--- src/common/fabric_bus_pkg.sv ---
// fabric bus definitions
// widths and packed request/response structs for the lint register bus
// and the TCDM master ports
`default_nettype none

package fabric_bus_pkg;

  localparam int DATA_W  = 32;
  localparam int BE_W    = 4;
  localparam int LINT_AW = 20;
  localparam int TCDM_AW = 20;

  typedef struct packed {
    logic               req;
    logic               wen;    // low for write
    logic [LINT_AW-1:0] addr;
    logic [DATA_W-1:0]  wdata;
    logic [BE_W-1:0]    be;
  } lint_req_t;

  typedef struct packed {
    logic              gnt;
    logic              valid;
    logic [DATA_W-1:0] rdata;
  } lint_rsp_t;

  typedef struct packed {
    logic               req;
    logic               wen;    // high for read, same as lint
    logic [TCDM_AW-1:0] addr;
    logic [DATA_W-1:0]  wdata;
    logic [BE_W-1:0]    be;
  } tcdm_req_t;

  typedef struct packed {
    logic              gnt;
    logic              valid;   // one or more cycles after gnt
    logic [DATA_W-1:0] rdata;
  } tcdm_rsp_t;

endpackage

`default_nettype wire

--- src/common/fabric_regmap_pkg.sv ---
// fabric test register map
// offsets, RAM window codes, port config struct and bus word field positions
`default_nettype none

package fabric_regmap_pkg;
  import fabric_bus_pkg::*;

  localparam int N_PORTS  = 2;
  localparam int RAM_AW   = 6;     // 64 words per operand RAM
  localparam int FPGAIO_W = 80;
  localparam int IO_WORDS = 3;     // bus words covering one I/O vector
  localparam int BLEN_W   = 8;
  localparam int EVENTS_W = 16;

  localparam logic [LINT_AW-1:0] PORT_CFG_BASE = 20'h00000;
  localparam logic [LINT_AW-1:0] PORT_STRIDE   = 20'h00004;
  localparam logic [LINT_AW-1:0] FPGAIO_OUT    = 20'h00040;
  localparam logic [LINT_AW-1:0] FPGAIO_OE     = 20'h00050;
  localparam logic [LINT_AW-1:0] FPGAIO_IN     = 20'h00060;
  localparam logic [LINT_AW-1:0] BURST_LEN     = 20'h00070;
  localparam logic [LINT_AW-1:0] BUSY_STATUS   = 20'h00074;
  localparam logic [LINT_AW-1:0] SINGLE_BASE   = 20'h00080;
  localparam logic [LINT_AW-1:0] LAUNCH_BASE   = 20'h00200;
  localparam logic [LINT_AW-1:0] ID_ADDR       = 20'h00800;

  localparam logic [DATA_W-1:0] ID_WORD     = 32'hca11ef3a;
  localparam logic [DATA_W-1:0] IO_TOP_MASK = 32'h0000ffff;  // bits 79:64 of the vector

  // top address byte selects a RAM window, port p at RAM_WIN_BASE + p
  localparam logic [7:0] RAM_WIN_BASE = 8'h01;
  localparam int         WIN_LSB      = 12;

  localparam int CFG_WEN_BIT  = 31;
  localparam int CFG_BE_LSB   = 20;  // inverted byte enables
  localparam int CFG_ADDR_LSB = 0;

  typedef struct packed {
    logic [TCDM_AW-1:0] addr;
    logic [BE_W-1:0]    be;
    logic               wen;
  } port_cfg_t;

endpackage

`default_nettype wire

--- src/hdl/oper_ram.sv ---
// operand RAM
// 64 x 32 dual-port array, both ports read and write, one cycle read latency
`timescale 1ns/1ps
`default_nettype none

module oper_ram
  import fabric_bus_pkg::*, fabric_regmap_pkg::*;
(
  input  logic              CLK,
  input  logic [RAM_AW-1:0] a_addr,
  input  logic              a_we,
  input  logic [DATA_W-1:0] a_wdata,
  output logic [DATA_W-1:0] a_rdata,
  input  logic [RAM_AW-1:0] b_addr,
  input  logic              b_we,
  input  logic [DATA_W-1:0] b_wdata,
  output logic [DATA_W-1:0] b_rdata
);

  logic [DATA_W-1:0] mem [2**RAM_AW];

  always_ff @(posedge CLK) begin
    if (a_we) begin
      mem[a_addr] <= a_wdata;   // bus side
    end
    if (b_we) begin
      mem[b_addr] <= b_wdata;   // engine side
    end
    a_rdata <= mem[a_addr];     // read returns old contents
    b_rdata <= mem[b_addr];
  end

endmodule

`default_nettype wire

--- config.mk ---
export PLATFORM = sky130hd
export DESIGN_NAME = oper_ram
export DESIGN_NICKNAME = d
export VERILOG_FILES = /design/src/common/fabric_bus_pkg.sv /design/src/common/fabric_regmap_pkg.sv /design/src/hdl/oper_ram.sv
export SDC_FILE = /design/constraint.sdc
export NUM_CORES = 2
export LEC_CHECK = 0
export BUFFER_PORTS_ARGS = -buffer_cell sky130_fd_sc_hd__buf_4
export CAP_MARGIN = 20
export CORE_AREA = 2 2 696 698
export DETAILED_ROUTE_END_ITERATION = 16
export DIE_AREA = 0 0 698 700
export HOLD_SLACK_MARGIN = 0.02
export SYNTH_ARGS = -nofsm -noshare
export SYNTH_HDL_FRONTEND = slang
export SYNTH_SLANG_ARGS = --single-unit
export TNS_END_PERCENT = 50
--- constraint.sdc ---
create_clock -name CLK -period 10.1 [get_ports CLK]
set_clock_uncertainty 0.2 [all_clocks]
set_input_delay 3.03 -clock CLK [delete_from_list [all_inputs] [get_ports CLK]]
set_output_delay 3.03 -clock CLK [all_outputs]
set_load 0.02 [all_outputs]
# Yosys cells after proc, flatten, opt, wreduce, memory -nomap -nowiden
# Memory sizes are Yosys's and may differ from the RTL's. A register that Yosys moved wholly into a read port is not among the register bits.
# Index checks and enable logic that the tools add are counted.
dict set report op_classes {
  n_mux 4
}
# cell count
set ops {}
lappend ops {{$mux 1} 4}
dict set report word_totals {
  ff_bits 0
  mem_bits_rw 2048
  input_bits 79
  out_inout_bits 64
  elab_cells 5
  n_memories 1
}
# memory depth width rd rd_ports_with_merged_regs wr line
set memory_table {}
lappend memory_table {mem 64 32 2 2 2 oper_ram.sv:20} ;# logic [DATA_W-1:0] mem [2**RAM_AW];

# Logic depth before layout (Yosys ltp)
dict set report depth {
  ltp_word 2
  depth_mapped 11
  ltp_nobuf 6
}

# Worst setup path after synthesis
# Ideal clock, no wire load.
dict set report synth_path {
  path_type {input to register}
  start {input a_addr[3]}
  end {memory mem[1][0], enable pin}
  setup_time_ps 466
  arrival_time_ps 6639
  required_time_ps 9434
  setup_slack_ps 2795
  path_stages 5
  cell_sequence {clkbuf_1 -> nor3_1 -> clkbuf_1 -> nand2_1 -> o21ai_0}
}
# item line
set synth_rtl {}
lappend synth_rtl {{from (decl)} oper_ram.sv:10} ;# input logic [RAM_AW-1:0] a_addr,
lappend synth_rtl {{to (decl)} oper_ram.sv:20}

==> out/qor.csv <==
stage,metric,value,unit
sta,hold_slack,0.4177,ns
final_layout,nNetsFinal,8925,
cts,clkTransAtPathRegs,0.06,ns
critical_path,cp_slowest_cell,sky130_fd_sc_hd__and4_1,
synth,top_area_cells_in_the_synthesized_netlist,"sky130_fd_sc_hd__edfxtp_1 (51%), sky130_fd_sc_hd__mux2_2 (21%), sky130_fd_sc_hd__a221oi_1 (8.0%)",
critical_path,cp-end-kind,flip-flop,
cts,cts_buffer_depth,4,
status,status,"complete, no violations",
floorplan,rows,255,
routing,route.final.wire_length,590100,um
pwr,p_per_area,161.2,nW/um^2
cts,cts-buffers-inserted,239,
sta,rsz_0062_raised_after_global_routing,no,
synth,synth_area,119800,sq um
critical_path,worstPathBufferInverterCount,5,
synth,ys_ff_latch,2112,
sta,totalNegativeSetupSlack,0,ns
placed_design,place_congestion,0.9527,
placed_design,place_area,127800,sq um
floorplan,initial_utilization,24.90,%
synth,syn_nets,9523,
sta,worstMarginPinSlew,1.452,ns
global_route,maximum_number_of_pins_on_one_net_before_global_route_repair,100,
synth,synth.yosys.warnings,0,
critical_path,timing.critical_path.required,10.62,ns
floorplan,die_w,698,um
routing,dr_total_vias,99620,
cts,cts_root_buffer,sky130_fd_sc_hd__clkbuf_16,
critical_path,worstPathCellList,"clkbuf_8, buf_4, nor2_4, buf_4, buf_4, a221oi_1, nor2_1, o21ai_0, clkbuf_4, and4_1, o211ai_1",
final_layout,seqCellArea,62780,sq um
final_layout,n_fill_cell,49210,
global_route,initial_antenna_violation_count,69,
sta,maxClockFrequency,135.8,MHz
cts,post_cts_hold_buffer_count,0,
critical_path,maximum_cell_stage_delay_along_the_critical_path,0.72,ns
floorplan,floorplan.core_area,481100,sq um
sta,timing.final.hold_violations,0,
sta,slew_violations,0,
global_route,number_of_global_route_vias_before_repair,93880,
synth,synthFlopType,sky130_fd_sc_hd__edfxtp_1,
critical_path,path_max_fanout,64,
critical_path,critPathArrivalTime,7.89,ns
sta,report.final.setup_viol,0,
placed_design,dp.final_hpwl,346400,um
critical_path,cpLargestDelayFamily,buffers and inverters,
cts,cts_tree,yes,
global_route,global_route.overflow_total,0,
run,maxCapViolCount,0,
cts,tritoncts_num_sinks,2112,
final_layout,area_growth,13.41,%
synth,number_of_distinct_library_cells_after_synthesis,61,
critical_path,crit_path_start,b_addr[0],
global_route,grt_first_pass_wirelength,795900,um
synth,post-synth-top-count-cell,sky130_fd_sc_hd__mux2_2,
critical_path,critical_path.startpoint_type,input pin,
synth,seq_area_frac_synth,52.41,%
pwr,vdd_drop_max,0.1629,mV
floorplan,die-height,700,um
routing,drc,0,
routing,vias_per_cell,6.425,
pwr,post-layout-total-power,21.89,mW
routing,drt_first_pass_iters,10,
critical_path,timing.critical_path.mode_cell,sky130_fd_sc_hd__buf_4,
pwr,p_leak,42.15,nW
synth,number_of_instances_in_the_synthesized_netlist,9444,
sta,slew_headroom,3.078,%
routing,drt-wirelength-per-cell,38.06,um
final_layout,stdcell_area,135800,sq um
cts,ctsHtreeMaxLevel,4,
cts,number_of_gates_resized_after_cts,0,
critical_path,regToRegStartpoint,mem[49][26]$_DFFE_PP_,
cts,clk-insertion-delay-late,1.04,ns
min_path,min-delay-start,mem[61][3]$_DFFE_PP_,
sta,period_minus_slack,7.364,ns
synth,postSynthAreaPerCell,12.68,sq um
synth,synthDominantCellAreaShare,51.34,%
final_layout,drive_above_1_share,36.14,%
routing,drt_first_iter_violations,19530,
floorplan,io_pins,143,
floorplan,fp.dieArea,488600,sq um
final_layout,multi_input_comb_area,52970,sq um
placed_design,io_buffer_count,142,
sta,timing.final.crit_share,72.91,%
synth,post_synth_top_cells,"sky130_fd_sc_hd__mux2_2 (2,208), sky130_fd_sc_hd__edfxtp_1 (2,048), sky130_fd_sc_hd__a221oi_1 (1,088)",
cts,cts_setup_buffers,0,
synth,post-synth-top-area-cell,sky130_fd_sc_hd__edfxtp_1,
min_path,min_path_type,reg2reg,
routing,drtAntennaViolNets,0,
synth,synth-async-reset-ratio,0,%
synth,synth_edf_count,2048,
global_route,grtUsageTotal,22.89,%
critical_path,criticalPathCategory,in2reg,
==> power by group <==
part	internal [mW]	switching (mW)	total, mW	leakage, nW
Sequential	9.78	0.164	9.94	19.0
Clock	5.09	4.00	9.09	3.80
Combinational	0.910	1.95	2.86	19.4
==> stage by stage <==
stage                     utilization [%]  setup slack [ns]  instances
after floorplan                         -             2.795       9444
after global placement              26.55             2.098      15010
after detailed placement            26.57             2.305      15020
after CTS                           28.19             3.288      15470
after global routing                28.23             3.115      15490
final                               28.23             2.736      15500
==> area by class of cell <==
cell class	instances	share of cell area, %
Tap cell	6425	5.918
Antenna cell	28	0.05158
Timing Repair Buffer	495	3.047
Clock buffer	317	4.776
Multi-Input combinational cell	5993	38.99
Clock inverter	129	0.9717
Inverter	5	0.03224
Sequential cell	2112	46.21
==> cell families (layout without fill, tap and decap cells) <==
logic type             after synthesis  after routing  share of synthesized area (%)
buffers and inverters             1339            946                          4.555
other                                0             28                              0
AO/OA/AOI/OAI                     2673           2673                          16.83
AND/OR/NAND/NOR                    846            846                          3.090
flip-flops                        2112           2112                          52.41
multiplexers                      2474           2474                          23.12
==> flip-flops by register name, indices dropped and copies added (netlist names) <==
name / count
mem: 2048
a_rdata: 32
b_rdata: 32
==> cell usage in the layout (no fill, tap or decap), drive strengths merged, types with 28 or more instances in the layout <==
cell and instances:
a22oi 425, mux2 2218, nand2 133, a221o 53
mux2i 247, nor2 523, o21ai 315, a22o 59
a221oi 1088, o211ai 57, o22ai 243, clkinv 85
o22a 56, edfxtp 2048, buf 486, diode 28
clkbuf 326, a21oi 247, dfxtp 64
==> worst reg2reg max path, cell delays in order (launching register included) <==
cell and delay (ns):
sky130_fd_sc_hd__edfxtp_1 0.40, sky130_fd_sc_hd__a221oi_1 0.32, sky130_fd_sc_hd__nor2_1 0.09, sky130_fd_sc_hd__o21ai_0 0.50, sky130_fd_sc_hd__clkbuf_4 0.32, sky130_fd_sc_hd__and4_1 0.72, sky130_fd_sc_hd__o211ai_1 0.39
==> worst paths after layout <==
path	end	slack [ns]	cells after the start
max	b_rdata[26]$_DFF_P_	2.74	11
min	b_rdata[3]$_DFF_P_	0.42	2
min reg2reg	b_rdata[3]$_DFF_P_	0.42	2
max reg2reg	b_rdata[26]$_DFF_P_	6.92	6
==> layer usage <==
layer	vias up	track usage [%]	part of all wire (%)
met3	2576	8.654	16
met2	10190	32.48	40
met1	49570	28.24	34
met4	58	16.73	9.1
met5	-	0.02941	0.064
li1	37230	-	-
Note: power is estimated with default switching activity, not from simulation.
