**config.mk**
```make
export PLATFORM = sky130hd
export DESIGN_NAME = tcdm_burst_engine
export DESIGN_NICKNAME = d
export VERILOG_FILES = /design/src/common/fabric_bus_pkg.sv /design/src/common/fabric_regmap_pkg.sv /design/src/tcdm_dma/tcdm_burst_engine.sv
export SDC_FILE = /design/constraint.sdc
export NUM_CORES = 1
export LEC_CHECK = 0
export BUFFER_PORTS_ARGS = -buffer_cell sky130_fd_sc_hd__buf_2
export CORE_MARGIN = 4
export CORE_UTILIZATION = 41
export DETAILED_ROUTE_END_ITERATION = 8
export PLACE_DENSITY = 0.87
export REMOVE_ABC_BUFFERS = 1
export SLEW_MARGIN = 15
export SYNTH_ARGS = -nofsm -noshare
export SYNTH_HDL_FRONTEND = slang
export SYNTH_SLANG_ARGS = --single-unit
export TNS_END_PERCENT = 100
```
**constraint.sdc**
```tcl
create_clock -name CLK -period 3.1 [get_ports CLK]
set_input_delay 0.93 -clock CLK [delete_from_list [all_inputs] [get_ports CLK]]
set_output_delay 0.93 -clock CLK [all_outputs]
set_load 0.005 [all_outputs]
```
**src/common/fabric_bus_pkg.sv**
```systemverilog
// fabric bus definitions
// widths and packed request/response structs for the lint register bus
// and the TCDM master ports
`default_nettype none

package fabric_bus_pkg;

  localparam int DATA_W  = 32;
  localparam int BE_W    = 4;
  localparam int LINT_AW = 20;
  localparam int TCDM_AW = 20;

  typedef struct packed {
    logic               req;
    logic               wen;    // low for write
    logic [LINT_AW-1:0] addr;
    logic [DATA_W-1:0]  wdata;
    logic [BE_W-1:0]    be;
  } lint_req_t;

  typedef struct packed {
    logic              gnt;
    logic              valid;
    logic [DATA_W-1:0] rdata;
  } lint_rsp_t;

  typedef struct packed {
    logic               req;
    logic               wen;    // high for read, same as lint
    logic [TCDM_AW-1:0] addr;
    logic [DATA_W-1:0]  wdata;
    logic [BE_W-1:0]    be;
  } tcdm_req_t;

  typedef struct packed {
    logic              gnt;
    logic              valid;   // one or more cycles after gnt
    logic [DATA_W-1:0] rdata;
  } tcdm_rsp_t;

endpackage

`default_nettype wire

```
**src/common/fabric_regmap_pkg.sv**
```systemverilog
// fabric test register map
// offsets, RAM window codes, port config struct and bus word field positions
`default_nettype none

package fabric_regmap_pkg;
  import fabric_bus_pkg::*;

  localparam int N_PORTS  = 2;
  localparam int RAM_AW   = 6;     // 64 words per operand RAM
  localparam int FPGAIO_W = 80;
  localparam int IO_WORDS = 3;     // bus words covering one I/O vector
  localparam int BLEN_W   = 8;
  localparam int EVENTS_W = 16;

  localparam logic [LINT_AW-1:0] PORT_CFG_BASE = 20'h00000;
  localparam logic [LINT_AW-1:0] PORT_STRIDE   = 20'h00004;
  localparam logic [LINT_AW-1:0] FPGAIO_OUT    = 20'h00040;
  localparam logic [LINT_AW-1:0] FPGAIO_OE     = 20'h00050;
  localparam logic [LINT_AW-1:0] FPGAIO_IN     = 20'h00060;
  localparam logic [LINT_AW-1:0] BURST_LEN     = 20'h00070;
  localparam logic [LINT_AW-1:0] BUSY_STATUS   = 20'h00074;
  localparam logic [LINT_AW-1:0] SINGLE_BASE   = 20'h00080;
  localparam logic [LINT_AW-1:0] LAUNCH_BASE   = 20'h00200;
  localparam logic [LINT_AW-1:0] ID_ADDR       = 20'h00800;

  localparam logic [DATA_W-1:0] ID_WORD     = 32'hca11ef3a;
  localparam logic [DATA_W-1:0] IO_TOP_MASK = 32'h0000ffff;  // bits 79:64 of the vector

  // top address byte selects a RAM window, port p at RAM_WIN_BASE + p
  localparam logic [7:0] RAM_WIN_BASE = 8'h01;
  localparam int         WIN_LSB      = 12;

  localparam int CFG_WEN_BIT  = 31;
  localparam int CFG_BE_LSB   = 20;  // inverted byte enables
  localparam int CFG_ADDR_LSB = 0;

  typedef struct packed {
    logic [TCDM_AW-1:0] addr;
    logic [BE_W-1:0]    be;
    logic               wen;
  } port_cfg_t;

endpackage

`default_nettype wire

```
**src/tcdm_dma/tcdm_burst_engine.sv**
```systemverilog
// TCDM burst engine
// read bursts fill the operand RAM from TCDM, write bursts send RAM words out,
// single accesses issue one request with the bus data
`timescale 1ns/1ps
`default_nettype none

module tcdm_burst_engine
  import fabric_bus_pkg::*, fabric_regmap_pkg::*;
(
  input  logic              CLK,
  input  logic              rst,
  input  logic              cfg_we,
  input  port_cfg_t         cfg_wr,
  input  logic              launch,
  input  logic              single,
  input  logic [DATA_W-1:0] single_wdata,
  input  logic [BLEN_W-1:0] burst_len,
  output tcdm_req_t         tcdm_req,
  input  tcdm_rsp_t         tcdm_rsp,
  output logic [RAM_AW-1:0] ram_b_addr,
  output logic              ram_b_we,
  output logic [DATA_W-1:0] ram_b_wdata,
  input  logic [DATA_W-1:0] ram_b_rdata,
  output logic              busy,
  output port_cfg_t         cfg,
  output logic [DATA_W-1:0] result
);

  typedef enum logic [1:0] {st_idle, st_prefetch, st_req, st_wait} state_t;

  state_t            state;
  port_cfg_t         cfg_q;
  logic [BLEN_W-1:0] cnt;         // words done in this burst
  logic [BLEN_W-1:0] len_q;
  logic              burst_q;
  logic              req_q;
  logic [DATA_W-1:0] wdata_q;
  logic [DATA_W-1:0] result_q;
  logic              last_word;

  assign last_word = (BLEN_W'(cnt + 1'b1) == len_q);

  always_ff @(posedge CLK) begin
    if (rst) begin
      state   <= st_idle;
      cfg_q   <= '0;
      cnt     <= '0;
      burst_q <= 1'b0;
      req_q   <= 1'b0;
    end else begin
      case (state)
        st_idle: begin
          cnt <= '0;
          if (cfg_we) cfg_q <= cfg_wr;   // config only changes between accesses
          if (launch && burst_len != '0) begin
            burst_q <= 1'b1;
            if (cfg_q.wen) begin
              req_q <= 1'b1;
              state <= st_req;
            end else begin
              state <= st_prefetch;   // RAM word 0 first
            end
          end else if (single) begin
            burst_q <= 1'b0;
            req_q   <= 1'b1;
            state   <= st_req;
          end
        end
        st_prefetch: begin
          req_q <= 1'b1;
          state <= st_req;
        end
        st_req: begin
          if (tcdm_rsp.gnt) begin
            req_q <= 1'b0;
            state <= st_wait;
            if (burst_q) cfg_q.addr <= cfg_q.addr + TCDM_AW'(4);
          end
        end
        default: begin
          if (tcdm_rsp.valid) begin
            cnt <= cnt + 1'b1;
            if (!burst_q || last_word) begin
              state <= st_idle;
            end else if (cfg_q.wen) begin
              req_q <= 1'b1;
              state <= st_req;
            end else begin
              state <= st_prefetch;
            end
          end
        end
      endcase
    end
  end

  always_ff @(posedge CLK) begin
    if (state == st_idle) begin
      len_q <= burst_len;   // sampled at launch
      if (single) wdata_q <= single_wdata;
    end
    if (state == st_wait && tcdm_rsp.valid && cfg_q.wen) begin
      result_q <= tcdm_rsp.rdata;
    end
  end

  // RAM output holds while the address holds, so wdata is stable until gnt
  assign tcdm_req = '{req:   req_q,
                      wen:   cfg_q.wen,
                      addr:  cfg_q.addr,
                      wdata: burst_q ? ram_b_rdata : wdata_q,
                      be:    cfg_q.be};

  assign ram_b_addr  = cnt[RAM_AW-1:0];
  assign ram_b_we    = (state == st_wait) && tcdm_rsp.valid && burst_q && cfg_q.wen;
  assign ram_b_wdata = tcdm_rsp.rdata;

  assign busy   = (state != st_idle);
  assign cfg    = cfg_q;
  assign result = result_q;

endmodule

`default_nettype wire

```
; ---- After elaboration in Yosys (flattened, before gate mapping)
; Index checks and enable logic that the tools add are counted.
[totals]
ff_bits = 109
latch_bits = 0
ramBits = 0
rom_bits = 0
inputBits = 136
output_inout_bits = 155
wordCells = 67
n_memories = 0
[classes]
add_sub_neg = 2
multipliers = 0
div = 0
order_cmp = 0
n_eq_ne = 9
shift = 0
n_mux = 23
bitwise = 1
n_reduce_logical = 22
[ops]
columns = cell, count
row1 = two-way mux 20 bit, 2
row2 = one-hot mux 20 bit (2 select lines), 1
row3 = two-way mux 32 bit, 1
row4 = two-way mux 25 bit, 1
row5 = adder 20 x 3 -> 20 bit (second input constant), 1
row6 = one-hot mux 8 bit (2 select lines), 1
row7 = two-way mux 2 bit, 6
row8 = adder 8 x 1 -> 8 bit (second input constant), 1
row9 = == test 8 bit, 1
row10 = two-way mux 1 bit, 8
row11 = two-way mux 8 bit, 1
row12 = AND reduction 2 bit, 4
row13 = AND reduction 4 bit, 2
row14 = nonzero test 2 bit, 4
row15 = nonzero test 8 bit, 1
row16 = inequality test 2 bit (second input constant), 3
row17 = one-hot mux 2 bit (3 select lines), 1
row18 = logical AND 1 bit, 5
row19 = == test 2 bit (second input constant), 2
row20 = inequality test 4 x 1 -> 1 bit (second input constant), 1
row21 = nonzero test 4 bit, 1
row22 = inequality test 3 bit (second input constant), 1
row23 = one-hot mux 1 bit (3 select lines), 1
row24 = AND reduction 3 bit, 1
row25 = 6 further kinds, 6

; ---- Logic depth before layout (Yosys ltp)
; Gate-level depths: netlist of run 1.
[logic_depth]
depth_word = 6
ltp_mapped = 10
mapped_depth_nobuf = 8

; ---- Worst setup path before layout of run 1
; OpenSTA, ideal clock, no wires.
[synth_path]
path_type = input port to output port
start = in tcdm_rsp[32] in the netlist's numbering
end = out ram_b_we
arrival_ps = 2323
path_slack_ps = -153
stages = 3
path_buffers = 1
cell_sequence = clkbuf_1 > and3_1 > and2_1
[synth_between]
elab_chain_len = 3
[synth_rtl]
columns = element, line
row1 = "start, declared", tcdm_burst_engine.sv:19  ; input tcdm_rsp_t tcdm_rsp,
row2 = logical AND 1 bit (3 in a row), tcdm_burst_engine.sv:115  ; assign ram_b_we = (state == st_wait) && tcdm_rsp.valid && burst_q && cfg_q.wen;
row3 = "end, declared", tcdm_burst_engine.sv:21  ; output logic ram_b_we,
; No other way between the ends.

==> results by group, run 1 <==
Power and ir drop
  • Leak: 2.98 nW
  • Share of total power in sequential cells: 41.8%
  • Switching share of power: 35.3%
  • Clock share of power: 22.4%
  • Int Pwr: 3.19 mW
  • Proportion of power drawn by combinational gates: 35.8%
  • Maximum VDD drop: 0.000394 V
  • Power spent charging and discharging nets: 1.74 mW
  • P per Cell Area: 722 nW/um2

Critical path
  • Data arrival time of the critical path: 1.76 ns
  • Critical Path Start Type: flip-flop
  • Worst-path maximum fanout: 34
  • Worst EP required: 2.17 ns
  • Setup Crit Path Kind: reg2out
  • Capturing element type of the critical path: output pin

Clock network
  • Deepest level of the CTS H-tree: 3
  • TritonCTS buffer count: 9
  • Clock latency at the later pin of the worst-skew pair: 0.35 ns
  • Number of buffers inserted by hold repair at cts: 0
  • CTS tree: built
  • CTS sink cnt: 109
  • Clock transition at the register clock pins on the worst setup and hold paths after CTS: 0.07 ns
  • Post-CTS sizing: 0
  • Maximum clock insertion buffer count: 2
  • Postcts setup bufs: 0
  • Cell chosen for the clock root: clkbuf_16

Global routing
  • Global-route wire length before repair: 22,100 um
  • Initial antenna violation count: 1
  • Pin count of the biggest net entering global routing: 35
  • Total congestion overflow: 0
  • Vias in the first global route: 4,202
  • All-Layer GR Usage: 19.4%

Routing
  • Vias/cell: 5.06
  • First-pass detailed-route iteration total: 4
  • Routed Wire Length: 15,500 um
  • Violation count after the first detailed-routing iteration: 355
  • # DRC: 0
  • Count of vias placed by the detailed router: 4,512
  • Number of nets with antenna violations after routing: 0
  • Routed length per instance: 17.4 um

Finish
  • Share of cells above drive strength 1: 51.3%
  • Area added between synthesis and finish: 27.7%
  • Inserted Diodes: 0
  • Area of the multi-input gates: 1840 um2
  • Post-layout instance count excluding filler cells: 891
  • Utilization of the core after routing: 53.7%
  • Layout Nets: 857
  • Number of filler cells placed in the layout: 1,125
  • Sequential cell area in the final layout: 2900 um2

Synthesis
  • Synthesized area per cell: 11.0 um2
  • Largest cells by area after synthesis: edfxtp_1 (40%), dfxtp_1 (14%), buf_4 (9.0%)
  • Cell types with the highest counts after synthesis: edfxtp_1 (72), buf_4 (64), a21oi_1 (40)
  • Total standard cell area after synthesis: 5350 um2
  • Asr flop ratio synth: 0%
  • Number of instances in the synthesized netlist: 486
  • Main synth FF type: edfxtp_1
  • Post-synth EDFFs: 72
  • Post-synth top area share: 40.4%
  • Count leader, synth: edfxtp_1
  • Number of flip-flops and latches in the synthesized netlist: 109
  • Number of warnings reported in the yosys synthesis log: 0
  • Post-synth cell types: 59
  • Cell type contributing the most total cell area after synthesis: edfxtp_1
  • Register area share after synthesis: 54.3%

Floorplan
  • Core region area: 12,700 um2
  • Floorplan die width: 122 um
  • Total die area: 14,900 um2
  • Height of the chip: 122 um
  • Standard-cell row count: 41
  • Count of pins on the block boundary: 291
  • Effective utilization at floorplan: 42.0%

Placed design
  • Global placement routability congestion: 0.829
  • Port buffer count: 290
  • Detail Placement HPWL: 12,200 um
  • Number of cells after detailed placement: 875

Timing
  • Total negative slack: 0 ns
  • Actual slew at the worst max-slew pin: 0.784 ns
  • Worst setup skew after layout: 0.00857 ns
  • RSZ-0062 raised after global routing: false
  • Number of hold violations in the final report: 0
  • Worst max-slew margin expressed relative to the limit: 47.7%
  • Setup Viol. Count Final: 0
  • Time the final worst path needs with I/O delays and setup: 2.69 ns
  • Fraction of the cycle the final worst path needs: 86.7%
  • Upper clock frequency limit: 372 MHz
  • Number of max-slew violations in the final report: 0

Min path
  • Class of the tightest hold or removal check: reg2reg

Run status
  • Result of the run: finished clean

Job
  • Max-capacitance violation count: 0
-- registers in the layout, indices dropped and copies added, names as in the netlist --
| register | count |
|---|---|
| cnt | 8 |
| burst_q | 1 |
| state | 2 |
| result | 32 |
| wdata_q | 32 |
| cfg | 25 |
| req_q | 1 |
| len_q | 8 |
-- cell families (layout without fill, tap and decap cells) --
family | after synthesis | in the layout | share of synthesized area, %
muxes | 33 | 33 | 6.92
xor gates and xnor gates | 9 | 9 | 1.47
AOI/OAI and AO/OA | 100 | 100 | 12.3
buffers and inverters | 96 | 329 | 11.3
DFF | 109 | 109 | 54.3
and+or+nand+nor | 132 | 132 | 12.1
adders and majority gates | 7 | 7 | 1.64
-- stage by stage --
stage | setup slack [ns] | instance area [um2] | hold WS, ns | power [mW]
detailed placement | 0.425 | 6550 | 0.460 | 3.86
global placement | 0.516 | 6550 | 0.461 | 3.80
global route | 0.302 | 6830 | 0.499 | 5.23
CTS | 0.357 | 6830 | 0.470 | 4.97
floorplan | 0.142 | 4790 | 0.469 | 3.04
finish | 0.412 | 6830 | 0.469 | 4.93
-- worst max-delay path, cell delays in order, from the launching register on --
cell and delay (ns):
dfxtp_2 0.83, mux2_2 0.42, buf_2 0.15
-- worst paths after layout --
| path | startpoint | endpoint | slack, ns | cells past startpoint |
|---|---|---|---|---|
| setup / recovery | burst_q | tcdm_req[25] | 0.41 | 2 |
| setup reg to reg | state[1] | cfg[9] | 0.56 | 8 |
| hold reg to reg | cfg[4] | cfg[4] | 0.47 | 2 |
| hold / removal | cfg[4] | cfg[4] | 0.47 | 2 |
-- area by class of cell --
| type | instances | area share [%] |
|---|---|---|
| Sequential cell | 109 | 42.5 |
| Multi-Input combinational cell | 281 | 27.0 |
| Timing Repair Buffer | 302 | 22.6 |
| Clock buffer | 10 | 3.50 |
| Tap cell | 172 | 3.15 |
| Clock inverter | 6 | 0.678 |
| Inverter | 11 | 0.605 |
-- metal layers --
| layer | routed length (um) | global-route usage [%] | vias to the layer above |
|---|---|---|---|
| li1 | - | - | 2164 |
| met1 | 5800 | 23.1 | 2078 |
| met2 | 7880 | 34.2 | 244 |
| met3 | 1430 | 4.33 | 24 |
| met4 | 350 | 7.35 | 2 |
| met5 | 7 | 0 | - |
-- power groups by stage --
| stage | Combinational [mW] | Clock, mW | Sequential [mW] |
|---|---|---|---|
| finish | 1.76 | 1.11 | 2.06 |
| global route | 1.93 | 1.20 | 2.09 |
| CTS | 1.78 | 1.13 | 2.06 |
| detailed placement | 1.77 | 0 | 2.09 |
| global placement | 1.72 | 0 | 2.08 |
| floorplan | 0.983 | 0 | 2.06 |
-- cells in the final DEF (no fill, tap or decap), drive strengths merged, types with 5 or more instances in the layout --
cell type  synthesis  routed
mux2              32      32
a211oi             8       8
nor3              12      12
buf               67     302
inv               11      13
xnor2              8       8
nand3             13      13
dfxtp             37      37
clkbuf            18      10
or4                6       6
a221oi             5       5
edfxtp            72      72
nand2             38      38
and3               6       6
nor2              36      36
ha                 7       7
o22ai              6       6
o21ai             15      15
nand4              5       5
a21oi             40      40
a31oi              6       6
No activity file was read; power rests on OpenSTA's default activity.
==> run 2, diff against run 1 <==
--- a/config.mk
+++ b/config.mk
@@ -6,10 +6,10 @@
 export NUM_CORES = 1
 export LEC_CHECK = 0
 export BUFFER_PORTS_ARGS = -buffer_cell sky130_fd_sc_hd__buf_2
-export CORE_MARGIN = 4
-export CORE_UTILIZATION = 41
+export CORE_MARGIN = 3
+export CORE_UTILIZATION = 25
 export DETAILED_ROUTE_END_ITERATION = 8
-export PLACE_DENSITY = 0.87
+export PLACE_DENSITY = 0.62
 export REMOVE_ABC_BUFFERS = 1
 export SLEW_MARGIN = 15
 export SYNTH_ARGS = -nofsm -noshare
==> run 2 against run 1 <==
- first-iteration DRC count shrank 24%
- count of clock-buffer cells in the layout shrank 1
- cell area increased by 2.1%
- sequential share of layout area shrank 0.86 points
- critical endpoint is now ram_b_we
- die area up 55%
- critical path depth up 2
==> results by group, run 2 (synthesis gave the netlist of run 1 again) <==
Run status
  • Result of the run: finished clean

Finish
  • Layout Nets: 856 (-0.12%)
  • Commonest non-fill, non-tap cell in the layout: buf_2
  • Area added between synthesis and finish: 30.3%
  • Inserted Diodes: 0 (unchanged)
  • Final instance area: 6970 um2 (+2.1%)
  • Top library cells by usage in the layout, fill and taps aside: buf_2 (290), edfxtp_1 (72), a21oi_1 (40), nand2_1 (37)
  • Number of filler cells placed in the layout: 2,114 (+88%)
  • Share of cells above drive strength 1: 51.3% (-0.068 points)
  • Area of the multi-input gates: 1840 um2 (unchanged)
  • Sequential cell area in the final layout: 2900 um2 (unchanged)
  • Post-layout instance count excluding filler cells: 988 (+11%)

Clock network
  • Post-CTS sizing: 0 (unchanged)
  • Clock transition at the register clock pins on the worst setup and hold paths after CTS: 0.08 ns (about the same)
  • Number of buffers inserted by hold repair at cts: 0 (unchanged)
  • Deepest level of the CTS H-tree: 3 (unchanged)
  • Maximum clock insertion buffer count: 2 (unchanged)
  • Cell chosen for the clock root: clkbuf_16
  • Clock latency at the later pin of the worst-skew pair: 0.35 ns (about the same)
  • Postcts setup bufs: 0 (unchanged)
  • TritonCTS buffer count: 9 (unchanged)
  • CTS sink cnt: 109 (unchanged)
  • CTS tree: built

Power and ir drop
  • P per Cell Area: 713 nW/um2 (-1.2%)
  • Maximum VDD drop: 0.000393 V (-0.25%)
  • Leak: 2.99 nW (+0.35%)

Timing
  • Time the final worst path needs with I/O delays and setup: 2.64 ns (-0.0513 ns)
  • Total negative slack: 0 ns (unchanged)
  • Setup Viol. Count Final: 0 (unchanged)
  • RSZ-0062 raised after global routing: false
  • Worst setup skew after layout: 0.0115 ns (+0.00297 ns)
  • Worst hold slack across all endpoints: 0.481 ns (+0.0120 ns)
  • Number of hold violations in the final report: 0 (unchanged)
  • Number of max-slew violations in the final report: 0 (unchanged)
  • Fraction of the cycle the final worst path needs: 85.1% (-1.7 points)
  • Worst max-slew margin expressed relative to the limit: 57.6% (+9.9 points)
  • Actual slew at the worst max-slew pin: 0.630 ns (-0.155 ns)
  • Upper clock frequency limit: 379 MHz (+1.9%)

Routing
  • Violation count after the first detailed-routing iteration: 271 (-24%)
  • Count of vias placed by the detailed router: 4,418 (-2.1%)
  • Routed Wire Length: 15,000 um (-3.3%)
  • Number of nets with antenna violations after routing: 0 (unchanged)
  • First-pass detailed-route iteration total: 4 (unchanged)
  • Vias/cell: 4.47 (-12%)
  • Routed length per instance: 15.1 um (-13%)
  • # DRC: 0 (unchanged)

Placed design
  • Post-place instance area: 6660 um2 (+1.8%)
  • Number of cells after detailed placement: 972 (+11%)
  • Global placement routability congestion: 0.838 (+1.1%)
  • Port buffer count: 290 (unchanged)
  • Detail Placement HPWL: 11,500 um (-5.1%)

Floorplan
  • Total die area: 23,200 um2 (+55%)
  • Height of the chip: 152 um (+25%)
  • Count of pins on the block boundary: 291 (unchanged)
  • Standard-cell row count: 52 (+27%)
  • Effective utilization at floorplan: 25.9% (-16 points)
  • Floorplan die width: 152 um (+25%)
  • Core region area: 20,600 um2 (+62%)

Critical path
  • Worst EP required: 2.17 ns (about the same)
  • Worst flop-to-flop path startpoint: state[0]
  • Worst-path maximum fanout: 11 (-68%)
  • Setup Crit Path Kind: in2out
  • Data arrival time of the critical path: 1.71 ns (-0.05 ns)
  • Endpoint of the worst setup timing path: ram_b_we
  • Capturing element type of the critical path: output pin
  • Reg2Reg Setup Slack: 0.62 ns (+0.06 ns)
  • Crit path launch: tcdm_rsp[32]
  • Path depth of the worst reg2reg path: 8 (unchanged)
  • End of the worst register-to-register path: cfg[9]
  • Critical Path Start Type: input pin

Job
  • Max-capacitance violation count: 0 (unchanged)

Global routing
  • Met1 track demand over resource: 14.8% (-8.3 points)
  • Met3 Usage GRT: 2.95% (-1.4 points)
  • Total congestion overflow: 0 (unchanged)
  • Global Route met2 Usage: 21.7% (-13 points)
  • Pin count of the biggest net entering global routing: 35 (unchanged)
  • Global route hottest layer: met2
  • Vias in the first global route: 4,273 (+1.7%)
  • Global-route wire length before repair: 23,100 um (+4.9%)
  • All-Layer GR Usage: 12.3% (-7.1 points)
  • Initial antenna violation count: 1 (unchanged)

Min path
  • Class of the tightest hold or removal check: reg2reg
[run 2: changes by cell type in the layout (fill, tap and decap cells not counted)]
cell        before  now
clkinv_8         0    3
clkinvlp_4       2    0
buf_4           12   11
clkbuf_8         1    0
clkinv_2         1    0
inv_8            0    1
[run 2: area by class of cell]
type,count,share of cell area (%)
Clock buffer,9,3.23
Timing Repair Buffer,301,22.0
Clock inverter,7,1.24
Tap cell,270,4.85
Sequential cell,109,41.7
Inverter,11,0.592
Multi-Input combinational cell,281,26.4
[run 2: how the worst min path moves through the flow]
stage | startpoint | end | slack (ns) | cells after the start
CTS | cfg[5] | cfg[5] | 0.48 | 2
global placement | cfg[6] | cfg[6] | 0.46 | 2
detailed placement | cfg[6] | cfg[6] | 0.47 | 2
floorplan | cnt[7] | cnt[7] | 0.47 | 2
global route | cfg[1] | cfg[1] | 0.49 | 2
finish | cfg[3] | cfg[3] | 0.48 | 2
[run 2: layer usage]
layer,routed length (um),share of wire [%]
met5,0,0
met2,7220,48
met3,1340,8.9
met4,217,1.5
met1,6180,41
[run 2: critical path: stages]
cell	delay, ns
buf_2	0.21
and3_1	0.31
and2_1	0.15
buf_2	0.10
[run 2: stage by stage]
stage | setup WS, ns | util (%) | power, mW
after floorplan | 0.142 | - | 3.04
after global placement | 0.501 | 32.3 | 3.82
after detailed placement | 0.457 | 32.3 | 3.84
after CTS | 0.424 | 33.8 | 5.05
after global routing | 0.380 | 33.8 | 5.31
final | 0.463 | 33.8 | 4.97
[run 2: power breakdown]
group	total (mW)	internal [mW]	switching, mW	leakage (nW)
clock network	1.18	0.580	0.598	0.151
logic	1.77	0.783	0.987	1.86
registers	2.02	1.83	0.196	0.971
total	4.97	3.19	1.78	2.99
