<file path="src/common/fabric_bus_pkg.sv">
// fabric bus definitions
// widths and packed request/response structs for the lint register bus
// and the TCDM master ports
`default_nettype none

package fabric_bus_pkg;

  localparam int DATA_W  = 32;
  localparam int BE_W    = 4;
  localparam int LINT_AW = 20;
  localparam int TCDM_AW = 20;

  typedef struct packed {
    logic               req;
    logic               wen;    // low for write
    logic [LINT_AW-1:0] addr;
    logic [DATA_W-1:0]  wdata;
    logic [BE_W-1:0]    be;
  } lint_req_t;

  typedef struct packed {
    logic              gnt;
    logic              valid;
    logic [DATA_W-1:0] rdata;
  } lint_rsp_t;

  typedef struct packed {
    logic               req;
    logic               wen;    // high for read, same as lint
    logic [TCDM_AW-1:0] addr;
    logic [DATA_W-1:0]  wdata;
    logic [BE_W-1:0]    be;
  } tcdm_req_t;

  typedef struct packed {
    logic              gnt;
    logic              valid;   // one or more cycles after gnt
    logic [DATA_W-1:0] rdata;
  } tcdm_rsp_t;

endpackage

`default_nettype wire

</file>
<file path="src/common/fabric_regmap_pkg.sv">
// fabric test register map
// offsets, RAM window codes, port config struct and bus word field positions
`default_nettype none

package fabric_regmap_pkg;
  import fabric_bus_pkg::*;

  localparam int N_PORTS  = 2;
  localparam int RAM_AW   = 6;     // 64 words per operand RAM
  localparam int FPGAIO_W = 80;
  localparam int IO_WORDS = 3;     // bus words covering one I/O vector
  localparam int BLEN_W   = 8;
  localparam int EVENTS_W = 16;

  localparam logic [LINT_AW-1:0] PORT_CFG_BASE = 20'h00000;
  localparam logic [LINT_AW-1:0] PORT_STRIDE   = 20'h00004;
  localparam logic [LINT_AW-1:0] FPGAIO_OUT    = 20'h00040;
  localparam logic [LINT_AW-1:0] FPGAIO_OE     = 20'h00050;
  localparam logic [LINT_AW-1:0] FPGAIO_IN     = 20'h00060;
  localparam logic [LINT_AW-1:0] BURST_LEN     = 20'h00070;
  localparam logic [LINT_AW-1:0] BUSY_STATUS   = 20'h00074;
  localparam logic [LINT_AW-1:0] SINGLE_BASE   = 20'h00080;
  localparam logic [LINT_AW-1:0] LAUNCH_BASE   = 20'h00200;
  localparam logic [LINT_AW-1:0] ID_ADDR       = 20'h00800;

  localparam logic [DATA_W-1:0] ID_WORD     = 32'hca11ef3a;
  localparam logic [DATA_W-1:0] IO_TOP_MASK = 32'h0000ffff;  // bits 79:64 of the vector

  // top address byte selects a RAM window, port p at RAM_WIN_BASE + p
  localparam logic [7:0] RAM_WIN_BASE = 8'h01;
  localparam int         WIN_LSB      = 12;

  localparam int CFG_WEN_BIT  = 31;
  localparam int CFG_BE_LSB   = 20;  // inverted byte enables
  localparam int CFG_ADDR_LSB = 0;

  typedef struct packed {
    logic [TCDM_AW-1:0] addr;
    logic [BE_W-1:0]    be;
    logic               wen;
  } port_cfg_t;

endpackage

`default_nettype wire

</file>
<file path="src/lint_slave/lint_reg_slave.sv">
// lint register slave
// request/grant handshake FSM, register decode and read mux,
// I/O and burst length registers, engine control pulses and RAM windows
`timescale 1ns/1ps
`default_nettype none

module lint_reg_slave
  import fabric_bus_pkg::*, fabric_regmap_pkg::*;
(
  input  logic                CLK,
  input  logic                rst,
  input  lint_req_t           lint_req,
  output lint_rsp_t           lint_rsp,
  output logic [N_PORTS-1:0]  cfg_we,
  output port_cfg_t           cfg_wr,
  output logic [N_PORTS-1:0]  launch,
  output logic [N_PORTS-1:0]  single,
  output logic [DATA_W-1:0]   single_wdata,
  output logic [BLEN_W-1:0]   burst_len,
  input  logic [N_PORTS-1:0]  eng_busy,
  input  port_cfg_t           eng_cfg [N_PORTS],
  input  logic [DATA_W-1:0]   eng_result [N_PORTS],
  output logic [RAM_AW-1:0]   ram_a_addr [N_PORTS],
  output logic [N_PORTS-1:0]  ram_a_we,
  output logic [DATA_W-1:0]   ram_a_wdata [N_PORTS],
  input  logic [DATA_W-1:0]   ram_a_rdata [N_PORTS],
  input  logic [FPGAIO_W-1:0] fpgaio_in,
  output logic [FPGAIO_W-1:0] fpgaio_out,
  output logic [FPGAIO_W-1:0] fpgaio_oe,
  output logic [EVENTS_W-1:0] events
);

  typedef enum logic [1:0] {st_idle, st_write, st_read, st_read_wait} state_t;

  state_t                     state;
  logic                       gnt_q;
  logic                       valid_q;
  logic [DATA_W-1:0]          rdata_q;
  logic [IO_WORDS*DATA_W-1:0] io_out_q;
  logic [IO_WORDS*DATA_W-1:0] io_oe_q;
  logic [IO_WORDS*DATA_W-1:0] io_in_w;
  logic [1:0]                 io_idx;
  logic                       io_sel;
  logic                       io_out_hit;
  logic                       io_oe_hit;
  logic                       io_in_hit;
  logic                       blen_hit;
  logic                       busy_hit;
  logic                       id_hit;
  logic [N_PORTS-1:0]         cfg_hit;
  logic [N_PORTS-1:0]         single_hit;
  logic [N_PORTS-1:0]         launch_hit;
  logic [N_PORTS-1:0]         win_hit;
  logic                       accept;
  logic                       wr_accept;
  logic [DATA_W-1:0]          io_cur;
  logic [DATA_W-1:0]          io_new;
  logic                       rd_hit;
  logic [DATA_W-1:0]          rd_word;

  function automatic logic [DATA_W-1:0] be_merge(input logic [DATA_W-1:0] old_w,
                                                 input logic [DATA_W-1:0] new_w,
                                                 input logic [BE_W-1:0]   be);
    logic [DATA_W-1:0] res;
    for (int i = 0; i < BE_W; i++) begin
      res[8*i +: 8] = be[i] ? new_w[8*i +: 8] : old_w[8*i +: 8];
    end
    return res;
  endfunction

  function automatic logic [DATA_W-1:0] cfg_to_word(input port_cfg_t c);
    logic [DATA_W-1:0] w;
    w = '0;
    w[CFG_WEN_BIT] = c.wen;
    w[CFG_BE_LSB +: BE_W] = ~c.be;
    w[CFG_ADDR_LSB +: TCDM_AW] = c.addr;
    return w;
  endfunction

  // master holds the request until gnt, so decode runs on the live address
  always_comb begin
    io_idx     = lint_req.addr[3:2];
    io_sel     = (lint_req.addr[1:0] == 2'b00) && (32'(io_idx) < IO_WORDS);
    io_out_hit = io_sel && (lint_req.addr[LINT_AW-1:4] == FPGAIO_OUT[LINT_AW-1:4]);
    io_oe_hit  = io_sel && (lint_req.addr[LINT_AW-1:4] == FPGAIO_OE[LINT_AW-1:4]);
    io_in_hit  = io_sel && (lint_req.addr[LINT_AW-1:4] == FPGAIO_IN[LINT_AW-1:4]);
    blen_hit   = (lint_req.addr == BURST_LEN);
    busy_hit   = (lint_req.addr == BUSY_STATUS);
    id_hit     = (lint_req.addr == ID_ADDR);
    for (int p = 0; p < N_PORTS; p++) begin
      cfg_hit[p]    = (lint_req.addr == PORT_CFG_BASE + LINT_AW'(p) * PORT_STRIDE);
      single_hit[p] = (lint_req.addr == SINGLE_BASE + LINT_AW'(p) * PORT_STRIDE);
      launch_hit[p] = (lint_req.addr == LAUNCH_BASE + LINT_AW'(p) * PORT_STRIDE);
      win_hit[p]    = (lint_req.addr[LINT_AW-1:WIN_LSB] == RAM_WIN_BASE + 8'(p));
    end
  end

  assign accept    = (state == st_idle) && lint_req.req && !gnt_q;
  assign wr_accept = accept && !lint_req.wen;

  // byte-merged I/O word, top word only carries bits 79:64
  always_comb begin
    io_cur = io_oe_hit ? io_oe_q[io_idx*DATA_W +: DATA_W] : io_out_q[io_idx*DATA_W +: DATA_W];
    io_new = be_merge(io_cur, lint_req.wdata, lint_req.be);
    if (32'(io_idx) == IO_WORDS - 1) begin
      io_new = io_new & IO_TOP_MASK;
    end
  end

  // RAM port A follows the bus address, written at acceptance
  always_comb begin
    for (int p = 0; p < N_PORTS; p++) begin
      ram_a_addr[p]  = lint_req.addr[RAM_AW+1:2];
      ram_a_wdata[p] = lint_req.wdata;
      ram_a_we[p]    = wr_accept && win_hit[p];
    end
  end

  assign io_in_w = (IO_WORDS*DATA_W)'(fpgaio_in);

  always_comb begin
    rd_hit  = 1'b1;
    rd_word = '0;
    if (id_hit)          rd_word = ID_WORD;
    else if (blen_hit)   rd_word = DATA_W'(burst_len);
    else if (busy_hit)   rd_word = DATA_W'(eng_busy);
    else if (io_out_hit) rd_word = io_out_q[io_idx*DATA_W +: DATA_W];
    else if (io_oe_hit)  rd_word = io_oe_q[io_idx*DATA_W +: DATA_W];
    else if (io_in_hit)  rd_word = io_in_w[io_idx*DATA_W +: DATA_W];
    else begin
      rd_hit = |(cfg_hit | single_hit | win_hit);   // launch offsets read as unmapped
      for (int p = 0; p < N_PORTS; p++) begin
        if (cfg_hit[p])    rd_word = cfg_to_word(eng_cfg[p]);
        if (single_hit[p]) rd_word = eng_result[p];
        if (win_hit[p])    rd_word = ram_a_rdata[p];  // addressed since acceptance
      end
    end
  end

  always_ff @(posedge CLK) begin
    if (rst) begin
      state     <= st_idle;
      gnt_q     <= 1'b0;
      valid_q   <= 1'b0;
      cfg_we    <= '0;
      launch    <= '0;
      single    <= '0;
      burst_len <= '0;
      io_out_q  <= '0;
      io_oe_q   <= '0;
    end else begin
      cfg_we <= '0;   // single-cycle pulses
      launch <= '0;
      single <= '0;
      case (state)
        st_idle: begin
          valid_q <= 1'b0;
          if (wr_accept) begin
            gnt_q  <= 1'b1;
            state  <= st_write;
            cfg_we <= cfg_hit;
            launch <= launch_hit;
            single <= single_hit;
            if (blen_hit) burst_len <= lint_req.wdata[BLEN_W-1:0];
            if (io_out_hit) io_out_q[io_idx*DATA_W +: DATA_W] <= io_new;
            if (io_oe_hit) io_oe_q[io_idx*DATA_W +: DATA_W] <= io_new;
          end else if (accept) begin
            state <= st_read;
          end
        end
        st_write: begin
          gnt_q   <= 1'b0;
          valid_q <= 1'b1;
          state   <= st_idle;
        end
        st_read: begin
          gnt_q <= 1'b1;   // rdata_q settles on the same edge
          state <= st_read_wait;
        end
        default: begin
          gnt_q   <= 1'b0;
          valid_q <= 1'b1;
          state   <= st_idle;
        end
      endcase
    end
  end

  always_ff @(posedge CLK) begin
    if (state == st_read && rd_hit) begin
      rdata_q <= rd_word;   // unmapped keeps the old word
    end
    if (wr_accept && |cfg_hit) begin
      cfg_wr.addr <= lint_req.wdata[CFG_ADDR_LSB +: TCDM_AW];
      cfg_wr.be   <= ~lint_req.wdata[CFG_BE_LSB +: BE_W];
      cfg_wr.wen  <= lint_req.wdata[CFG_WEN_BIT];
    end
    if (wr_accept && |single_hit) begin
      single_wdata <= lint_req.wdata;
    end
  end

  assign lint_rsp   = '{gnt: gnt_q, valid: valid_q, rdata: rdata_q};
  assign fpgaio_out = io_out_q[FPGAIO_W-1:0];
  assign fpgaio_oe  = io_oe_q[FPGAIO_W-1:0];
  assign events     = fpgaio_in[EVENTS_W-1:0];

endmodule

`default_nettype wire

</file>
<file path="config.mk">
export PLATFORM = sky130hd
export DESIGN_NAME = lint_reg_slave
export DESIGN_NICKNAME = d
export VERILOG_FILES = /design/src/common/fabric_bus_pkg.sv /design/src/common/fabric_regmap_pkg.sv /design/src/lint_slave/lint_reg_slave.sv
export SDC_FILE = /design/constraint.sdc
export NUM_CORES = 1
export LEC_CHECK = 0
export BUFFER_PORTS_ARGS = -buffer_cell sky130_fd_sc_hd__buf_2
export CAP_MARGIN = 20
export CORE_AREA = 2 2 263 265
export CTS_CLUSTER_DIAMETER = 50
export DETAILED_ROUTE_END_ITERATION = 16
export DIE_AREA = 0 0 265 267
export PLACE_DENSITY = 0.52
export RECOVER_POWER = 25
export SETUP_SLACK_MARGIN = 0.15
export SLEW_MARGIN = 20
export SYNTH_ARGS = -nofsm -noshare
export SYNTH_HDL_FRONTEND = slang
export SYNTH_SLANG_ARGS = --single-unit
</file>
<file path="constraint.sdc">
create_clock -name CLK -period 19.49 [get_ports CLK]
set_clock_uncertainty 0.15 [all_clocks]
set_input_delay 1.949 -clock CLK [delete_from_list [all_inputs] [get_ports CLK]]
set_output_delay 1.949 -clock CLK [all_outputs]
set_load 0.005 [all_outputs]
</file>
# After elaboration in Yosys (flattened, before gate mapping)
# Index checks and enable logic that the tools add are counted.
dict set report classes {
  n_mux 31
  n_lt_le_gt_ge 1
  n_addsub 1
  n_reduce_logical 25
  shifts 5
  n_bitwise 7
  eq_ne 17
}
# op n
set op_table {}
lappend op_table {{$mux W32} 13}
lappend op_table {{$shiftx A96 B8 Y32} 3}
lappend op_table {{$bwmux W96} 2}
lappend op_table {{$shift A32 B34 Y96 const A} 1}
lappend op_table {{$shiftx A32 B34 Y96} 1}
lappend op_table {{$eq A16 B3 Y1 const B} 3}
lappend op_table {{$eq A20 B10 Y1 const B} 2}
lappend op_table {{$eq A20 B7 Y1 const B} 2}
lappend op_table {{$eq A20 B8 Y1 const B} 2}
lappend op_table {{$neg A7 Y34} 1}
lappend op_table {{$mux W8} 4}
lappend op_table {{$eq A20 B12 Y1 const B} 1}
lappend op_table {{$eq A20 B3 Y1 const B} 1}
lappend op_table {{$logic_not A20 Y1} 1}
lappend op_table {{$logic_and A1 B1 Y1} 12}
lappend op_table {{$not A4 Y4} 3}
lappend op_table {{$reduce_and A3 Y1} 3}
lappend op_table {{$eq A8 B1 Y1 const B} 1}
lappend op_table {{$eq A8 B2 Y1 const B} 1}
lappend op_table {{$mux W1} 7}
lappend op_table {{$reduce_or A2 Y1} 3}
lappend op_table {{$reduce_or A3 Y1} 2}
lappend op_table {{$eq A2 B2 Y1 const B} 2}
lappend op_table {{$logic_not A2 Y1} 2}
lappend op_table {{other kinds (9)} 14}
dict set report word_totals {
  regBits 299
  wordCells 102
}

# Longest topological paths before layout
dict set report depth {
  word_depth 12
  depth_mapped 13
}

# Worst setup path after synthesis
# OpenSTA, ideal clock, no wires.
dict set report synth_timing {
  kind {input to register}
  start {in lint_req[38] (netlist bit)}
  end {reg rdata_q[0] (enable)}
  n_path_buf 7
  t_required_ps 18860
  t_arrival_ps 6831
  setup_slack_ps 12029
  stages 12
  setup_time_ps 480
  cell_sequence {buf_2 -> buf_2 -> buf_2 -> buf_2 -> inv_1 -> ha_1 -> clkbuf_1 -> nor2_1 -> or4_1 -> buf_2 -> buf_2 -> a311oi_1}
}
dict set report synth_via {
  elab_chain_cells 11
  word_cells_on_any_way 22
}
# element line
set synth_rtl {}
lappend synth_rtl {{from (decl)} lint_reg_slave.sv:12} ;# input lint_req_t lint_req,
lappend synth_rtl {{$eq A20 B8 Y1, or another cell as far along} lint_reg_slave.sv:92} ;# single_hit[p] = (lint_req.addr == SINGLE_BASE + LINT_AW'(p) * PORT_STRIDE);
lappend synth_rtl {{$or A2 B2 Y2 (2 in a row)} lint_reg_slave.sv:131} ;# rd_hit = |(cfg_hit | single_hit | win_hit);
lappend synth_rtl {{$reduce_or A2 Y1} lint_reg_slave.sv:131}
lappend synth_rtl {{$mux W1} lint_reg_slave.sv:129} ;# else if (io_in_hit) rd_word = io_in_w[io_idx*DATA_W +: DATA_W];
lappend synth_rtl {{$mux W1} lint_reg_slave.sv:128} ;# else if (io_oe_hit) rd_word = io_oe_q[io_idx*DATA_W +: DATA_W];
lappend synth_rtl {{$mux W1} lint_reg_slave.sv:127} ;# else if (io_out_hit) rd_word = io_out_q[io_idx*DATA_W +: DATA_W];
lappend synth_rtl {{$mux W1} lint_reg_slave.sv:126} ;# else if (busy_hit) rd_word = DATA_W'(eng_busy);
lappend synth_rtl {{$mux W1} lint_reg_slave.sv:125} ;# else if (blen_hit) rd_word = DATA_W'(burst_len);
lappend synth_rtl {{$mux W1 (*)} lint_reg_slave.sv:124} ;# if (id_hit) rd_word = ID_WORD;
lappend synth_rtl {{$logic_and A1 B1 Y1 (*)} lint_reg_slave.sv:190} ;# if (state == st_read && rd_hit) begin
lappend synth_rtl {{to (signal assigned)} lint_reg_slave.sv:191} ;# rdata_q <= rd_word;
lappend synth_rtl {{to (decl)} lint_reg_slave.sv:38} ;# logic [DATA_W-1:0] rdata_q;
# Mark *: on every way between the ends. The rest lies on a longest branch, timed or not.
# A chain may end at the register's enable or synchronous reset.

# Worst setup path after layout
dict set report layout_timing {
  start {in lint_req[39] (netlist bit)}
  end {reg rdata_q[16], data pin}
}
dict set report layout_via {
  elab_chain_cells 12
  word_cells_on_any_way 26
}
# element line
set layout_rtl {}
lappend layout_rtl {{$logic_not A20 Y1} lint_reg_slave.sv:91} ;# cfg_hit[p] = (lint_req.addr == PORT_CFG_BASE + LINT_AW'(p) * PORT_STRIDE);
lappend layout_rtl {{$mux W32} lint_reg_slave.sv:133} ;# if (cfg_hit[p]) rd_word = cfg_to_word(eng_cfg[p]);
lappend layout_rtl {{$mux W32} lint_reg_slave.sv:134} ;# if (single_hit[p]) rd_word = eng_result[p];
lappend layout_rtl {{$mux W32} lint_reg_slave.sv:135} ;# if (win_hit[p]) rd_word = ram_a_rdata[p];
lappend layout_rtl {{$mux W32} lint_reg_slave.sv:133}
lappend layout_rtl {{$mux W32} lint_reg_slave.sv:134}
lappend layout_rtl {{$mux W32} lint_reg_slave.sv:135}
lappend layout_rtl {{$mux W32} lint_reg_slave.sv:129}
lappend layout_rtl {{$mux W32} lint_reg_slave.sv:128}
lappend layout_rtl {{$mux W32} lint_reg_slave.sv:127}
lappend layout_rtl {{$mux W32} lint_reg_slave.sv:126}
lappend layout_rtl {{$mux W32} lint_reg_slave.sv:125}
# Parallel ways exist; a longest one is shown, timed or not.

==> results summary <==
The flow ran to the end, but the final reports show violations. The final reports fail on capacitance limit, slew limit. TritonCTS built the clock tree.

The endpoint arrival time on the critical path is 6300 ps. The final hold violation count was 0. The clock-pin slew reported for the worst setup and hold paths after clock tree synthesis came out at 50 ps.

From synthesis to final layout, the design area changed by 24.4%. The highest net fanout along the worst path is 49. The CTS buffer count came out at 48. The multiplexer area fraction after synthesis came out at 0.0626.

The basic-gate share of the synthesized area counting and, or, nand and nor cells came out at 0.114. In the synthesized netlist the dominant register cell turns out to be sky130_fd_sc_hd__dfxtp_1. Summed over all cells, the static leakage comes to 8.64 nW. The count of final setup violators came out at 0. The critical path is of the input port to flip-flop type.

The area share of fa/ha/maj cells after synthesis is 0.00453. The worst setup slack for register-to-register paths came out at 16210 ps. The HPWL after detailed placement is 71700 um. The area fraction in compound gates after synthesis is 0.254.

The shortest period the worst path allows is 6150 ps. The post-synthesis area per instance is 9.73 um2. The site row count came out at 96. Across all setup checks in the final design, the least slack found is 13340 ps.

The layout has 7307 filler cells. Counting flops with a built-in enable in the synthesized netlist gives 89. Yosys printed 0 warnings. The core outline area came out at 68000 um2.

The total overflow left after global routing is 0. The via count of the first global-routing pass came out at 15865. Buffers placed on the I/O ports in this run total 678. In this run the number of H-tree levels came out at 2.

In this run, synthesis produced a sequential element count of 299. The internal portion of total power came out at 1.18 mW. The total negative setup slack is 0 ps. The capture point of the worst reg-to-reg path is io_out_q[66]. The clock tree root buffer cell is sky130_fd_sc_hd__clkbuf_16. The average wire per cell in the routed design is 30.6 um. The count of hold-fix buffers inserted at cts came out at 0. The initial standard-cell utilization of the core is 0.244. Of the cells placed in the final design, the portion with a size suffix greater than 1 is 0.366. In the synthesized netlist, the number of instances is 1705. The share of total power dissipated in sequential elements is 0.397. The analysis attributes to net switching a power of 0.433 mW.

The worst-case reg-to-reg path depth is 6. The initial antenna violation count is 27. The pre-CTS setup slack came out at 12780 ps. The placement-stage cell area is 19200 um2. The share of total power dissipated in combinational logic is 0.083. Summing all non-filler instances in the final layout gives an area of 20600 um2. For the worst setup path, the data required time is 19640 ps. Summed over all layers, the routed wires come to 92700 um. The maximum buffer depth of the clock tree is 3. The reported max-cap violation count is 1.

STA classifies the critical path startpoint as an input port. The count of buffers added by post-CTS timing repair for setup came out at 0. The worst register-to-register path begins at state[0].

The die covers 70800 um2. The post-synthesis instance area is 16600 um2. The number of distinct library cells after synthesis is 70. The period utilization is 0.315. Setup repair after global routing left no endpoint under its margin. Before antenna repair, the detailed router went through 6 iterations. After detailed routing, the number of vias per cell comes to 5.42. The number of max-slew violations in the final report came out at 27. The class of the tightest hold or removal check is flip-flop to flip-flop. The worst supply voltage drop on vdd is 0.0648 mV. Derived from the worst setup path, the maximum achievable clock frequency is 163 MHz.

At the end of routability-driven placement, the weighted congestion stood at 0.943. For the pin with the worst max-slew slack, the measured transition is 2130 ps. The final antenna-violating net count came out at 0. The most critical setup path has its endpoint at rdata_q[16].

The wire length of the first global-routing pass is 125000 um. The most common library cell in the layout ignoring fill and taps is sky130_fd_sc_hd__buf_2. Entering global routing, the biggest net connects 53 pins. The sequential fraction of the synthesis area came out at 0.415. At the later pin of the worst-skew pair, clock insertion delay measures 590 ps.

In the layout the commonest cells are sky130_fd_sc_hd__buf_2 (564), sky130_fd_sc_hd__dfxtp_1 (210), sky130_fd_sc_hd__a22o_1 (199). The share of synthesized flip-flops with an asynchronous set or reset came out at 0. The die extent in y came out at 267 um. The xor/xnor share of the synthesized area came out at 0.

The startpoint of the most critical setup path is lint_req[39]. The number of gates resized after CTS was 0. The x dimension of the die is 265 um. For this run, the total global-route usage over all layers was measured as 0.249.

The power density relative to cell area is 78.2 nW/um2. The net count of the mapped netlist is 2031. The final route contains 16424 vias. The clock share of power came out at 0.520. The headroom to the max-slew limit came out at -0.421. The category of the worst setup path capture point is a flip-flop.

The combinational family with the most area after synthesis is compound AO/OA/AOI/OAI gates. For this design the top-level I/O count stands at 679. For this run, design rule violations remaining after detail routing come to 0. The switching share of power is 0.268. The sink count of the clock tree is 299. The DRC marker count from the first detailed-route iteration is 1657.

For this run, the post-layout net count is 2429.
==> worst max-delay path, cell delays in order <==
cell                      delay (ps)
sky130_fd_sc_hd__buf_2           180
sky130_fd_sc_hd__buf_4           300
sky130_fd_sc_hd__ha_1            350
sky130_fd_sc_hd__nor3b_1         870
sky130_fd_sc_hd__nand3_1        1180
sky130_fd_sc_hd__nand3_1         860
sky130_fd_sc_hd__o31ai_1         350
sky130_fd_sc_hd__nor3b_1         240
==> routing by layer <==
| metal | track usage | wire, um |
|---|---|---|
| met1 | 0.327 | 39000 |
| met2 | 0.406 | 42600 |
| met3 | 0.0480 | 7420 |
| met4 | 0.0919 | 3620 |
| met5 | 0 | 27 |
==> cell type report <==
| type | instances | area [um2] | share of cell area |
|---|---|---|---|
| tap | 882 | 1100 | 0.0535 |
| inverter | 15 | 56.3 | 0.00273 |
| multi-input combinational | 1014 | 7400 | 0.359 |
| antenna | 9 | 22.5 | 0.00109 |
| clock inverter | 27 | 258 | 0.0125 |
| sequential | 299 | 6880 | 0.333 |
| timing repair buffer | 725 | 3620 | 0.176 |
| clock buffer | 59 | 1290 | 0.0627 |
==> worst min path at each step <==
stage	start	end	slack (ps)	depth (start not counted)
4_1_cts	io_out_q[80]	io_out_q[80]	330	1
3_3_place_gp	burst_len[1]	burst_len[1]	310	2
2_1_floorplan	io_out_q[80]	io_out_q[80]	300	1
6_report	io_out_q[80]	io_out_q[80]	330	1
5_1_grt	io_out_q[92]	io_out_q[92]	340	1
3_5_place_dp	io_out_q[93]	io_out_q[93]	310	1
==> power by group through the flow <==
stage,registers [mW],logic [mW],clock network (mW)
after floorplan,0.654,0.0610,0
after global placement,0.654,0.134,0
after detailed placement,0.654,0.134,0
after CTS,0.641,0.135,0.855
after global routing,0.640,0.141,0.881
final,0.641,0.134,0.839
==> state kept, by name, summed over array words and instances, names as in the netlist <==
register / cells
cfg_we: 2
gnt_q: 1
burst_len: 8
io_out_q: 96
single_wdata: 32
single: 2
valid_q: 1
rdata_q: 32
io_oe_q: 96
state: 2
launch: 2
cfg_wr: 25
==> synth_stat cells, types with 13 or more instances <==
master / count / area share
sky130_fd_sc_hd__buf_2: 37 / 0.011
sky130_fd_sc_hd__a22oi_1: 25 / 0.011
sky130_fd_sc_hd__mux2i_1: 70 / 0.042
sky130_fd_sc_hd__a21oi_1: 53 / 0.016
sky130_fd_sc_hd__o21ai_0: 101 / 0.030
sky130_fd_sc_hd__a22o_1: 199 / 0.11
sky130_fd_sc_hd__nor2_1: 57 / 0.013
sky130_fd_sc_hd__a221o_1: 16 / 0.0097
sky130_fd_sc_hd__inv_1: 15 / 0.0034
sky130_fd_sc_hd__o21ai_1: 19 / 0.0057
sky130_fd_sc_hd__dfxtp_1: 210 / 0.25
sky130_fd_sc_hd__buf_4: 258 / 0.12
sky130_fd_sc_hd__nor3_1: 24 / 0.0072
sky130_fd_sc_hd__a31oi_1: 13 / 0.0049
sky130_fd_sc_hd__edfxtp_1: 89 / 0.16
sky130_fd_sc_hd__a221oi_1: 32 / 0.017
sky130_fd_sc_hd__nand2_1: 117 / 0.026
sky130_fd_sc_hd__clkbuf_1: 77 / 0.017
sky130_fd_sc_hd__nand3_1: 36 / 0.011
sky130_fd_sc_hd__nand4_1: 21 / 0.0079
sky130_fd_sc_hd__mux2_2: 30 / 0.020
==> kinds of logic (layout without fill, tap and decap cells) <==
group                    after synthesis  in the layout
flip-flops                           299            299
AO/OA/AOI/OAI                        561            561
multiplexers                         100            100
buffers and inverters                392            826
other                                  0              9
adder cells (fa/ha/maj)                6              6
AND/OR/NAND/NOR                      347            347
==> per-stage QoR <==
stage,std cells,power (mW),hold slack (ps),utilization
2_1_floorplan,1705,0.715,299,-
3_3_place_gp,2933,0.788,310,0.282
3_5_place_dp,2934,0.788,314,0.282
4_1_cts,3020,1.63,330,0.305
5_1_grt,3028,1.66,344,0.303
6_report,3030,1.61,328,0.304
Power figures use the tool's default switching activity.
